[config.mk]
export PLATFORM = sky130hd
export DESIGN_NAME = btc_enc_top
export DESIGN_NICKNAME = d
export VERILOG_FILES = /design/src/btc_pkg.sv /design/src/btc_enc_top.sv /design/src/btc_out_buf.sv /design/src/btc_work_buf.sv /design/src/btc_col_enc.sv /design/src/btc_col_lane.sv /design/src/btc_row_enc.sv /design/src/btc_enc_ctrl.sv /design/src/btc_in_buf.sv
export SDC_FILE = /design/constraint.sdc
export NUM_CORES = 1
export LEC_CHECK = 0
export BUFFER_PORTS_ARGS = -buffer_cell sky130_fd_sc_hd__clkbuf_2
export CAP_MARGIN = 20
export CORE_UTILIZATION = 45
export DETAILED_ROUTE_END_ITERATION = 6
export GPL_TIMING_DRIVEN = 0
export MAX_ROUTING_LAYER = met4
export SLEW_MARGIN = 25
export SYNTH_ARGS = -nofsm -noshare
export SYNTH_HDL_FRONTEND = slang
export SYNTH_SLANG_ARGS = --single-unit
[constraint.sdc]
create_clock -name iclk -period 2.8 [get_ports iclk]
set_input_delay 0.14 -clock iclk [delete_from_list [all_inputs] [get_ports iclk]]
set_output_delay 0.14 -clock iclk [all_outputs]
set_load 0.05 [all_outputs]
[src/btc_pkg.sv]
// shared sizes, word types, code modes and mode-to-size helpers
// for the product code encoder, referenced by scoped names

package btc_pkg;

  // ------------------
  // sizes
  // ------------------

  // bits per buffer word
  localparam int cDAT_W         = 8;
  // a 32-bit row spans 4 words
  localparam int cROW_WORDS_MAX = 4;
  // longest column code
  localparam int cCOL_MAX       = 16;
  // row index above word index
  localparam int cADDR_W        = 6;

  // ------------------
  // types
  // ------------------

  // bit j of word w is matrix column 8w+j
  typedef logic [cDAT_W-1:0]  btc_word_t;
  typedef logic [cADDR_W-1:0] btc_addr_t;
  typedef logic [3:0]         btc_row_t;
  typedef logic [1:0]         btc_wcnt_t;

  // row code length in bits
  typedef enum logic [1:0] {
    cX8,
    cX16,
    cX32
  } btc_x_mode_t;

  // column code length in rows
  typedef enum logic [1:0] {
    cY4,
    cY8,
    cY16
  } btc_y_mode_t;

  // ------------------
  // mode decoding
  // ------------------

  // buffer words in one row
  function automatic int get_row_words(btc_x_mode_t xmode);
    case (xmode)
      cX8     : return 1;
      cX16    : return 2;
      default : return cROW_WORDS_MAX;
    endcase
  endfunction

  // code rows, last one is the column parity row
  function automatic int get_code_rows(btc_y_mode_t ymode);
    case (ymode)
      cY4     : return 4;
      cY8     : return 8;
      default : return cCOL_MAX;
    endcase
  endfunction

endpackage
[src/btc_enc_top.sv]
// product code encoder top: input buffer, controller, row and column
// encoders, work matrix and output stream buffer

`timescale 1ns/1ps

module btc_enc_top (
  input  logic                 iclk,
  input  logic                 ireset,
  input  btc_pkg::btc_x_mode_t ixmode,
  input  btc_pkg::btc_y_mode_t iymode,
  input  logic                 iwrite,
  input  btc_pkg::btc_addr_t   iwaddr,
  input  btc_pkg::btc_word_t   iwdat,
  input  logic                 ilast,
  output logic                 obusy,
  output logic                 oval,
  output logic                 osop,
  output logic                 oeop,
  output btc_pkg::btc_word_t   odat
);

  // shared read address and data
  btc_pkg::btc_addr_t buf_addr;
  btc_pkg::btc_word_t in_rdat;
  btc_pkg::btc_word_t work_rdat;
  btc_pkg::btc_word_t rd_dat;
  logic               row_mode;

  logic               rempty;
  logic               wbuf_empty;
  logic               wbuf_busy;
  logic               wb_write;
  logic               wb_full;

  // row encoder
  logic               row_val;
  logic               row_sop;
  logic               row_eop;
  logic               row_busy;
  logic               row_write;
  btc_pkg::btc_addr_t row_waddr;
  btc_pkg::btc_word_t row_wdat;

  // column encoder
  logic               col_val;
  logic               col_sop;
  logic               col_eop;
  logic               col_eof;
  logic               col_busy;
  logic               col_write;
  btc_pkg::btc_addr_t col_waddr;
  btc_pkg::btc_word_t col_wdat;

  // input buffer in the row pass, work matrix after it
  assign rd_dat = row_mode ? in_rdat : work_rdat;

  btc_in_buf btc_in_buf_inst (
    .iclk    (iclk),
    .ireset  (ireset),
    .iwrite  (iwrite),
    .iwaddr  (iwaddr),
    .iwdat   (iwdat),
    .ilast   (ilast),
    .irempty (rempty),
    .iraddr  (buf_addr),
    .ordat   (in_rdat),
    .ofull   (obusy)
  );

  btc_enc_ctrl btc_enc_ctrl_inst (
    .iclk          (iclk),
    .ireset        (ireset),
    .ixmode        (ixmode),
    .iymode        (iymode),
    .irbuf_full    (obusy),
    .iwbuf_empty   (wbuf_empty),
    .irow_enc_busy (row_busy),
    .icol_enc_busy (col_busy),
    .iwrite_busy   (wbuf_busy),
    .orempty       (rempty),
    .obuf_addr     (buf_addr),
    .orow_mode     (row_mode),
    .orow_enc_sop  (row_sop),
    .orow_enc_eop  (row_eop),
    .orow_enc_val  (row_val),
    .ocol_enc_sop  (col_sop),
    .ocol_enc_eop  (col_eop),
    .ocol_enc_eof  (col_eof),
    .ocol_enc_val  (col_val),
    .owrite        (wb_write),
    .owfull        (wb_full)
  );

  btc_row_enc btc_row_enc_inst (
    .iclk   (iclk),
    .ireset (ireset),
    .ival   (row_val),
    .isop   (row_sop),
    .ieop   (row_eop),
    .iaddr  (buf_addr),
    .idat   (rd_dat),
    .owrite (row_write),
    .owaddr (row_waddr),
    .owdat  (row_wdat),
    .obusy  (row_busy)
  );

  btc_col_enc btc_col_enc_inst (
    .iclk   (iclk),
    .ireset (ireset),
    .ival   (col_val),
    .isop   (col_sop),
    .ieop   (col_eop),
    .ieof   (col_eof),
    .iaddr  (buf_addr),
    .idat   (rd_dat),
    .owrite (col_write),
    .owaddr (col_waddr),
    .owdat  (col_wdat),
    .obusy  (col_busy)
  );

  btc_work_buf btc_work_buf_inst (
    .iclk       (iclk),
    .irow_write (row_write),
    .irow_waddr (row_waddr),
    .irow_wdat  (row_wdat),
    .icol_write (col_write),
    .icol_waddr (col_waddr),
    .icol_wdat  (col_wdat),
    .iraddr     (buf_addr),
    .ordat      (work_rdat)
  );

  btc_out_buf btc_out_buf_inst (
    .iclk   (iclk),
    .ireset (ireset),
    .ixmode (ixmode),
    .iymode (iymode),
    .iwrite (wb_write),
    .iwfull (wb_full),
    .iwaddr (buf_addr),
    .iwdat  (rd_dat),
    .owbusy (wbuf_busy),
    .oempty (wbuf_empty),
    .oval   (oval),
    .osop   (osop),
    .oeop   (oeop),
    .odat   (odat)
  );

endmodule

[src/btc_out_buf.sv]
// output memory, filled by write-back and streamed out
// row-major with valid, start and end strobes

`timescale 1ns/1ps

module btc_out_buf (
  input  logic                 iclk,
  input  logic                 ireset,
  input  btc_pkg::btc_x_mode_t ixmode,
  input  btc_pkg::btc_y_mode_t iymode,
  input  logic                 iwrite,
  input  logic                 iwfull,
  input  btc_pkg::btc_addr_t   iwaddr,
  input  btc_pkg::btc_word_t   iwdat,
  output logic                 owbusy,
  output logic                 oempty,
  output logic                 oval,
  output logic                 osop,
  output logic                 oeop,
  output btc_pkg::btc_word_t   odat
);

  btc_pkg::btc_word_t mem [btc_pkg::cCOL_MAX * btc_pkg::cROW_WORDS_MAX];

  logic               wr_r;
  logic               full_r;
  btc_pkg::btc_addr_t waddr_r;

  // stream read side
  logic               rd_active;
  btc_pkg::btc_row_t  rd_row;
  btc_pkg::btc_wcnt_t rd_word;
  btc_pkg::btc_row_t  last_row;
  btc_pkg::btc_wcnt_t last_word;
  logic               rd_first;
  logic               rd_last;

  // ------------------
  // write stage
  // ------------------

  always_ff @(posedge iclk or posedge ireset) begin
    if (ireset) begin
      wr_r   <= 1'b0;
      full_r <= 1'b0;
    end
    else begin
      wr_r   <= iwrite;
      full_r <= iwfull;
    end
  end

  // data comes one cycle after its address
  always_ff @(posedge iclk) begin
    waddr_r <= iwaddr;
    if (wr_r) begin
      mem[waddr_r] <= iwdat;
    end
    odat <= mem[{rd_row, rd_word}];
  end

  // ------------------
  // stream
  // ------------------

  assign rd_first = (rd_row == '0) & (rd_word == '0);
  assign rd_last  = (rd_row == last_row) & (rd_word == last_word);

  always_ff @(posedge iclk or posedge ireset) begin
    if (ireset) begin
      rd_active <= 1'b0;
      rd_row    <= '0;
      rd_word   <= '0;
      last_row  <= '0;
      last_word <= '0;
      oval      <= 1'b0;
      osop      <= 1'b0;
      oeop      <= 1'b0;
    end
    else begin
      if (full_r) begin
        rd_active <= 1'b1;
        rd_row    <= '0;
        rd_word   <= '0;
        // block size kept for the whole stream
        last_row  <= btc_pkg::btc_row_t'(btc_pkg::get_code_rows(iymode) - 1);
        last_word <= btc_pkg::btc_wcnt_t'(btc_pkg::get_row_words(ixmode) - 1);
      end
      else if (rd_active) begin
        if (rd_word == last_word) begin
          rd_word <= '0;
          rd_row  <= rd_row + 1'b1;
        end
        else begin
          rd_word <= rd_word + 1'b1;
        end
        if (rd_last) begin
          rd_active <= 1'b0;
        end
      end
      // strobes ride with the read data
      oval <= rd_active;
      osop <= rd_active & rd_first;
      oeop <= rd_active & rd_last;
    end
  end

  assign owbusy = wr_r;
  // busy from the registered full strobe until the last word leaves
  assign oempty = ~(full_r | rd_active | oval);

endmodule

[src/btc_work_buf.sv]
// work matrix between the encoder passes
// row encoder fills it, column encoder adds the parity row

`timescale 1ns/1ps

module btc_work_buf (
  input  logic               iclk,
  input  logic               irow_write,
  input  btc_pkg::btc_addr_t irow_waddr,
  input  btc_pkg::btc_word_t irow_wdat,
  input  logic               icol_write,
  input  btc_pkg::btc_addr_t icol_waddr,
  input  btc_pkg::btc_word_t icol_wdat,
  input  btc_pkg::btc_addr_t iraddr,
  output btc_pkg::btc_word_t ordat
);

  btc_pkg::btc_word_t mem [btc_pkg::cCOL_MAX * btc_pkg::cROW_WORDS_MAX];

  // one write port, the phases keep the writers apart
  always_ff @(posedge iclk) begin
    if (irow_write) begin
      mem[irow_waddr] <= irow_wdat;
    end
    else if (icol_write) begin
      mem[icol_waddr] <= icol_wdat;
    end
  end

  // registered read for column pass and write-back
  always_ff @(posedge iclk) begin
    ordat <= mem[iraddr];
  end

endmodule

[src/btc_col_enc.sv]
// column SPC encoder: eight bit lanes over one word column
// writes the parity row word after the parity row address

`timescale 1ns/1ps

module btc_col_enc (
  input  logic               iclk,
  input  logic               ireset,
  input  logic               ival,
  input  logic               isop,
  input  logic               ieop,
  input  logic               ieof,
  input  btc_pkg::btc_addr_t iaddr,
  input  btc_pkg::btc_word_t idat,
  output logic               owrite,
  output btc_pkg::btc_addr_t owaddr,
  output btc_pkg::btc_word_t owdat,
  output logic               obusy
);

  logic               val_r;
  logic               sop_r;
  logic               eop_r;
  logic               eof_r;
  logic               lane_val;
  btc_pkg::btc_addr_t addr_r;
  btc_pkg::btc_word_t parity;

  // strobes meet the work buffer read data
  always_ff @(posedge iclk or posedge ireset) begin
    if (ireset) begin
      val_r  <= 1'b0;
      sop_r  <= 1'b0;
      eop_r  <= 1'b0;
      eof_r  <= 1'b0;
      owrite <= 1'b0;
    end
    else begin
      val_r  <= ival;
      sop_r  <= isop;
      eop_r  <= ieop;
      eof_r  <= ieof;
      owrite <= val_r & eof_r;
    end
  end

  // parity row is not part of its own column sum
  assign lane_val = val_r & ~eof_r;

  genvar i;
  generate
    for (i = 0; i < btc_pkg::cDAT_W; i++) begin : g_lane
      btc_col_lane btc_col_lane_inst (
        .iclk    (iclk),
        .ireset  (ireset),
        .ival    (lane_val),
        .isop    (sop_r),
        .ieop    (eop_r),
        .ibit    (idat[i]),
        .oparity (parity[i])
      );
    end
  endgenerate

  // lanes are final when the parity row data shows up
  always_ff @(posedge iclk) begin
    addr_r <= iaddr;
    owaddr <= addr_r;
    owdat  <= parity;
  end

  assign obusy = val_r | owrite;

endmodule

[src/btc_col_lane.sv]
// one bit lane of the column encoder
// accumulates the parity of its column over the data rows

`timescale 1ns/1ps

module btc_col_lane (
  input  logic iclk,
  input  logic ireset,
  input  logic ival,
  input  logic isop,
  input  logic ieop,
  input  logic ibit,
  output logic oparity
);

  logic active;

  // open on sop, close after eop
  always_ff @(posedge iclk or posedge ireset) begin
    if (ireset) begin
      active <= 1'b0;
    end
    else if (ival && (isop || active)) begin
      active <= ~ieop;
    end
  end

  // result held until the next sop
  always_ff @(posedge iclk) begin
    if (ival && isop) begin
      oparity <= ibit;
    end
    else if (ival && active) begin
      oparity <= oparity ^ ibit;
    end
  end

endmodule

[src/btc_row_enc.sv]
// row SPC encoder: passes row words through to the work buffer
// and puts the row parity into the top bit of the last word

`timescale 1ns/1ps

module btc_row_enc (
  input  logic               iclk,
  input  logic               ireset,
  input  logic               ival,
  input  logic               isop,
  input  logic               ieop,
  input  btc_pkg::btc_addr_t iaddr,
  input  btc_pkg::btc_word_t idat,
  output logic               owrite,
  output btc_pkg::btc_addr_t owaddr,
  output btc_pkg::btc_word_t owdat,
  output logic               obusy
);

  logic               val_r;
  logic               sop_r;
  logic               eop_r;
  btc_pkg::btc_addr_t addr_r;
  logic               acc;
  logic               acc_in;
  logic               par;

  // align with the buffer read latency
  always_ff @(posedge iclk or posedge ireset) begin
    if (ireset) begin
      val_r  <= 1'b0;
      sop_r  <= 1'b0;
      eop_r  <= 1'b0;
      owrite <= 1'b0;
    end
    else begin
      val_r  <= ival;
      sop_r  <= isop;
      eop_r  <= ieop;
      owrite <= val_r;
    end
  end

  // running parity restarts at the first word of a row
  assign acc_in = sop_r ? 1'b0 : acc;
  // top bit of the last word is the parity slot itself
  assign par    = acc_in ^ (^idat[btc_pkg::cDAT_W-2:0]);

  always_ff @(posedge iclk) begin
    addr_r <= iaddr;
    if (val_r) begin
      acc <= acc_in ^ (^idat);
    end
    owaddr <= addr_r;
    owdat  <= eop_r ? {par, idat[btc_pkg::cDAT_W-2:0]} : idat;
  end

  assign obusy = val_r | owrite;

endmodule

[src/btc_enc_ctrl.sv]
// encoder sequencer: row pass, column pass, then write-back
// drives the shared buffer address and the encoder strobes

`timescale 1ns/1ps

module btc_enc_ctrl (
  input  logic                  iclk,
  input  logic                  ireset,
  input  btc_pkg::btc_x_mode_t  ixmode,
  input  btc_pkg::btc_y_mode_t  iymode,
  input  logic                  irbuf_full,
  input  logic                  iwbuf_empty,
  input  logic                  irow_enc_busy,
  input  logic                  icol_enc_busy,
  input  logic                  iwrite_busy,
  output logic                  orempty,
  output btc_pkg::btc_addr_t    obuf_addr,
  output logic                  orow_mode,
  output logic                  orow_enc_sop,
  output logic                  orow_enc_eop,
  output logic                  orow_enc_val,
  output logic                  ocol_enc_sop,
  output logic                  ocol_enc_eop,
  output logic                  ocol_enc_eof,
  output logic                  ocol_enc_val,
  output logic                  owrite,
  output logic                  owfull
);

  typedef enum logic [2:0] {
    cRESET,
    cWAIT,
    cDO_ROW,
    cWAIT_ROW,
    cDO_COL,
    cWAIT_COL,
    cDO_WRITE,
    cDONE
  } state_t;

  state_t state;

  // index counters, flags are registered lookahead
  btc_pkg::btc_wcnt_t word;
  btc_pkg::btc_wcnt_t word_nxt;
  btc_pkg::btc_wcnt_t word_last;
  logic               word_zero;
  logic               word_done;

  btc_pkg::btc_row_t  row;
  btc_pkg::btc_row_t  row_nxt;
  btc_pkg::btc_row_t  row_data_last;
  btc_pkg::btc_row_t  row_code_last;
  logic               row_zero;
  logic               row_data_done;
  logic               row_code_done;

  logic               word_step;
  logic               row_step;
  logic               cnt_clear;
  logic               row_pass_done;
  logic               code_pass_done;

  // ------------------
  // sizes from modes
  // ------------------

  assign word_last     = btc_pkg::btc_wcnt_t'(btc_pkg::get_row_words(ixmode) - 1);
  // parity row is the last code row
  assign row_code_last = btc_pkg::btc_row_t'(btc_pkg::get_code_rows(iymode) - 1);
  assign row_data_last = btc_pkg::btc_row_t'(btc_pkg::get_code_rows(iymode) - 2);

  // row pass covers data rows only
  assign row_pass_done  = word_done & row_data_done;
  // column pass and write-back cover all code rows
  assign code_pass_done = word_done & row_code_done;

  // ------------------
  // fsm
  // ------------------

  always_ff @(posedge iclk or posedge ireset) begin
    if (ireset) begin
      state <= cRESET;
    end
    else begin
      case (state)
        cRESET    : state <= cWAIT;
        cWAIT     : if (irbuf_full && iwbuf_empty) state <= cDO_ROW;
        cDO_ROW   : if (row_pass_done) state <= cWAIT_ROW;
        // let the row encoder drain its last word
        cWAIT_ROW : if (!irow_enc_busy) state <= cDO_COL;
        cDO_COL   : if (code_pass_done) state <= cWAIT_COL;
        // parity row write still in flight
        cWAIT_COL : if (!icol_enc_busy) state <= cDO_WRITE;
        cDO_WRITE : if (code_pass_done) state <= cDONE;
        cDONE     : if (!iwrite_busy) state <= cWAIT;
        default   : state <= cWAIT;
      endcase
    end
  end

  // ------------------
  // counters
  // ------------------

  // row and write passes: word inner, column pass: row inner
  always_comb begin
    word_step = 1'b0;
    row_step  = 1'b0;
    case (state)
      cDO_ROW, cDO_WRITE : begin
        word_step = 1'b1;
        row_step  = word_done;
      end
      cDO_COL : begin
        word_step = row_code_done;
        row_step  = 1'b1;
      end
      default : begin
      end
    endcase
  end

  assign cnt_clear = (state == cRESET) | (state == cWAIT) |
                     (state == cWAIT_ROW) | (state == cWAIT_COL);

  assign word_nxt = word_done ? '0 : word + 1'b1;
  assign row_nxt  = row_code_done ? '0 : row + 1'b1;

  always_ff @(posedge iclk or posedge ireset) begin
    if (ireset) begin
      word          <= '0;
      word_zero     <= 1'b0;
      word_done     <= 1'b0;
      row           <= '0;
      row_zero      <= 1'b0;
      row_data_done <= 1'b0;
      row_code_done <= 1'b0;
    end
    else if (cnt_clear) begin
      word          <= '0;
      word_zero     <= 1'b1;
      // single word rows end on every word
      word_done     <= (word_last == '0);
      row           <= '0;
      row_zero      <= 1'b1;
      row_data_done <= 1'b0;
      row_code_done <= 1'b0;
    end
    else begin
      if (word_step) begin
        word      <= word_nxt;
        word_zero <= word_done;
        word_done <= (word_nxt == word_last);
      end
      if (row_step) begin
        row           <= row_nxt;
        row_zero      <= row_code_done;
        row_data_done <= (row_nxt == row_data_last);
        row_code_done <= (row_nxt == row_code_last);
      end
    end
  end

  // ------------------
  // outputs
  // ------------------

  assign obuf_addr = {row, word};

  // input buffer data still arrives in the row wait cycle
  assign orow_mode = (state == cDO_ROW) | (state == cWAIT_ROW);

  // encoders register these to meet the read data
  assign orow_enc_val = (state == cDO_ROW);
  assign orow_enc_sop = orow_enc_val & word_zero;
  assign orow_enc_eop = orow_enc_val & word_done;

  assign ocol_enc_val = (state == cDO_COL);
  assign ocol_enc_sop = ocol_enc_val & row_zero;
  assign ocol_enc_eop = ocol_enc_val & row_data_done;
  assign ocol_enc_eof = ocol_enc_val & row_code_done;

  assign owrite  = (state == cDO_WRITE);
  assign owfull  = owrite & code_pass_done;
  // input buffer is free once its last word went out
  assign orempty = owfull;

endmodule

[src/btc_in_buf.sv]
// input data memory, written by the source and read by the row encoder
// full flag marks a loaded block until write-back frees it

`timescale 1ns/1ps

module btc_in_buf (
  input  logic              iclk,
  input  logic              ireset,
  input  logic              iwrite,
  input  btc_pkg::btc_addr_t iwaddr,
  input  btc_pkg::btc_word_t iwdat,
  input  logic              ilast,
  input  logic              irempty,
  input  btc_pkg::btc_addr_t iraddr,
  output btc_pkg::btc_word_t ordat,
  output logic              ofull
);

  // one slot per row and word
  btc_pkg::btc_word_t mem [btc_pkg::cCOL_MAX * btc_pkg::cROW_WORDS_MAX];

  // source side write, registered read for the controller
  always_ff @(posedge iclk) begin
    if (iwrite) begin
      mem[iwaddr] <= iwdat;
    end
    ordat <= mem[iraddr];
  end

  // set on last strobe, cleared on the final write-back cycle
  always_ff @(posedge iclk or posedge ireset) begin
    if (ireset) begin
      ofull <= 1'b0;
    end
    else if (ilast) begin
      ofull <= 1'b1;
    end
    else if (irempty) begin
      ofull <= 1'b0;
    end
  end

endmodule

==> impl_metrics.tcl <==
set metrics [dict create \
    status "complete, but fails checks" \
    violations "design-rule violations, negative setup slack" \
    cts.clk_slew.worst_paths_ns 0.06 \
    start_util_pct 45.3 \
    seq_area_mm2 0.0487 \
    overflow 0 \
    grt_antenna_before_repair 6 \
    via_count 33800 \
    cts_buffers 170 \
    die_w_um 379 \
    crit_path_start "btc_out_buf_inst.owbusy$_DFF_PP0_" \
    clk_latency_ns 0.81 \
    cts_sinks 1646 \
    finalSetupTns_ns -0.163 \
    yosys_warnings 0 \
    multi_input_area_mm2 0.0145 \
    rows 138 \
    htree_num_levels 4 \
    io_pins 34 \
    gp_congestion 0.948 \
    pre_cts_ws_ns -0.597 \
    synth_top_area_cell "edfxtp_1" \
    fin_crit_ns 2.83 \
    maxSlewViolCount 0 \
    synth_cell_type_count 61 \
    ant_nets 0 \
    p_leak_nw 22.8 \
    cp_max_fo 8 \
    core_mm2 0.141 \
    fin_skew_ns 0.0548 \
    async_flop_share_pct 2.98 \
    synth-simple-area-share_pct 3.33 \
    timing.rr.start "btc_out_buf_inst.owbusy$_DFF_PP0_" \
    synth_edf_count 1545 \
    wl_met1_um 75700 \
    syn_inst 3291 \
    nNetsFinal 3537 \
    dr_wl_met3_um 16600 \
    clockPowerShare_pct 30.9 \
    seq_area_frac_synth_pct 76.0 \
    comb_power_share_pct 24.8 \
    yosysMostFrequentCell "edfxtp_1" \
    internal_power_mw 48.4 \
    wl_met2_um 84100 \
    synth_fa_ha_area_share_pct 0.0782 \
    arrival_ns 3.22 \
    hpwl_um 119000 \
    tightest_slew_ns 1.06 \
    synth_top_family_by_area "multiplexers" \
    swShare_pct 31.2 \
    crit_type "flip-flop to flip-flop" \
    rsz0062_at_grt "true" \
    hold_viol_final 0 \
    synth_mux_area_share_pct 14.5 \
    grt_util_all_layers_pct 26.4 \
    area_growth_pct 13.5 \
    p_sw_mw 21.9 \
    cp-start-kind "flip-flop" \
    drtPass1Iterations 7 \
    clk_root_buffer_cell "clkbuf_16" \
    grt_pass1_vias 32900 \
    drive_gt1_share_pct 22.1 \
    maxCapViolCount 0 \
    ys_top_cells_by_area "edfxtp_1 (73%), mux4_2 (9.5%), mux2i_1 (4.3%)" \
    holdCritPathClass "input port to async pin" \
    via_per_inst 6.11 \
    worst_setup_path_end_kind "flip-flop" \
    ys.flop_type "edfxtp_1" \
    ir_worst_vdd_mv 0.637 \
    min_period_over_period_pct 101 \
    cts_tree "built" \
    worstPathRequired_ns 3.18 \
    power_density_mw_per_mm2 968 \
    dieArea_mm2 0.144 \
    wl_per_cell_um 32.9 \
    dr.first_iter.drc_count 4490 \
    highest_layer "met4" \
    die_h_um 379 \
    synth_top_area_share_pct 72.5 \
    portBuffers 30 \
    power_frac_seq_pct 44.3 \
    syn_area_per_cell_um2 19.4 \
    drc 3 \
    synth_commonest_cells "edfxtp_1 (1545), mux2i_1 (276), mux4_2 (270)" \
    synth_compound_area_share_pct 3.98 \
    max_slew_margin_pct 29.1 \
    grt_max_degree 67 \
    fin_ws_ns -0.0313 \
    syn-cell-area_mm2 0.0640 \
    setup_viol 10 \
    wl_um 183000 \
    synthXorXnorAreaFrac_pct 0.405 \
    synth-seq-cells 1646 \
    fmaxAchievable_ghz 0.353 \
    synth_nets 3317 \
    grt_pass1_wl_um 254000 \
    clock_path_buffers 3 \
    nFillCells 11400 \
]
==> cells by family (layout without fill, tap and decap cells) <==
logic type / count (synthesis) / after routing
DFF: 1646 / 1646
muxes: 583 / 583
and+or+nand+nor: 479 / 479
AOI/OAI and AO/OA: 348 / 348
buffers and inverters: 203 / 560
xor gates and xnor gates: 28 / 28
adders and majority gates: 4 / 4
other: 0 / 3
==> path summary, 6_finish.rpt <==
path                                                           end  slack [ns]  cells past startpoint
setup / recovery             btc_out_buf_inst.mem[61][2]$_DFFE_PP_       -0.03                      3
hold / removal               btc_enc_ctrl_inst.word[1]$_DFFE_PP0P_        0.04                      3
max in group asynchronous  btc_out_buf_inst.rd_word[1]$_DFFE_PP0P_        2.30                      3
min in group iclk             btc_in_buf_inst.mem[52][0]$_DFFE_PP_        0.07                      1
hold reg to reg                btc_out_buf_inst.waddr_r[5]$_DFF_P_        0.37                      0
setup reg to reg             btc_out_buf_inst.mem[61][2]$_DFFE_PP_       -0.03                      3
==> area by class of cell <==
| class | count | area share (%) |
|---|---|---|
| diodes | 3 | 0.0103 |
| plain buffers | 186 | 1.69 |
| clock buffers | 213 | 6.28 |
| clock inverters | 96 | 1.02 |
| inverters | 15 | 0.0913 |
| multi-input cells | 1442 | 20.0 |
| flip-flops and latches | 1646 | 67.0 |
| well taps | 1890 | 3.26 |
| repair buffers | 50 | 0.646 |
==> registers in the layout, indices dropped and copies added, names as in the netlist, 2 cells and up <==
signal / count
btc_in_buf_inst.mem: 512
btc_out_buf_inst.mem: 512
btc_work_buf_inst.mem: 512
btc_col_enc_inst.g_lane.btc_col_lane_inst.active: 8
btc_col_enc_inst.g_lane.btc_col_lane_inst.oparity: 8
btc_col_enc_inst.owdat: 8
btc_in_buf_inst.ordat: 8
btc_out_buf_inst.odat: 8
btc_row_enc_inst.owdat: 8
btc_work_buf_inst.ordat: 8
btc_col_enc_inst.owaddr: 6
btc_out_buf_inst.waddr_r: 6
btc_enc_ctrl_inst.row: 4
btc_out_buf_inst.rd_row: 4
btc_enc_ctrl_inst.state: 3
btc_out_buf_inst.last_row: 3
btc_enc_ctrl_inst.word: 2
btc_out_buf_inst.last_word: 2
btc_out_buf_inst.rd_word: 2
==> critical path, cell delays in order (launching register included) <==
cell     delay, ns
dfrtp_1       0.58
nor2b_1       0.30
nand3_1       0.62
nor2_1        0.91
==> power groups by stage <==
stage,clock (mW),combinational [mW],sequential [mW]
3_5_place_dp,0,17.0,31.7
4_1_cts,21.8,17.3,31.1
6_report,21.7,17.5,31.2
2_1_floorplan,0,9.35,31.6
3_3_place_gp,0,16.2,31.9
5_1_grt,22.8,18.1,31.2
==> stage by stage <==
step	instances	utilization, %	area, um^2	hold WS, ns	total power, mW
finish	5541	51.4	72600	0.0379	70.4
global route	5541	51.4	72600	0.0875	72.1
CTS	5538	51.3	72500	0.0394	70.3
detailed placement	5224	47.3	66800	0.347	48.7
global placement	5211	47.1	66500	0.359	48.0
floorplan	3291	-	64000	0.239	40.9
==> per-layer routing <==
metal  vias up  GRT usage, %
met2      1772          39.2
li1      13800             -
met3       316          5.50
met1     17900          36.5
met4         0          8.76
met5         -             -
==> repair_timing <==
| action | in CTS | in global routing |
|---|---|---|
| pin swaps | 2 | 0 |
| cloned | 0 | 0 |
| endpoints found under the setup margin | 40 | 95 |
| resized for setup | 93 | 50 |
| hold buffers | 6 | 0 |
| endpoints found under the hold margin | 57 | 0 |
| setup buffers | 1 | 0 |
==> cells in the final DEF, fill, tap and decap left out, types with 25 or more instances in the layout <==
| master | synthesis | routed |
|---|---|---|
| nor2_1 | 260 | 241 |
| nand2_1 | 93 | 93 |
| a22oi_1 | 62 | 61 |
| buf_4 | 23 | 34 |
| a21oi_1 | 51 | 47 |
| buf_6 | 23 | 39 |
| buf_2 | 51 | 30 |
| dfrtp_1 | 49 | 47 |
| clkbuf_16 | 0 | 174 |
| nand3_1 | 26 | 25 |
| mux2i_1 | 276 | 270 |
| o21ai_0 | 28 | 28 |
| clkbuf_2 | 0 | 54 |
| mux4_2 | 270 | 270 |
| clkbuf_1 | 82 | 75 |
| clkinv_2 | 0 | 31 |
| clkinv_1 | 0 | 42 |
| dfxtp_1 | 52 | 52 |
| edfxtp_1 | 1545 | 1545 |
| a221oi_1 | 60 | 49 |
No activity file was read; power rests on OpenSTA's default activity.
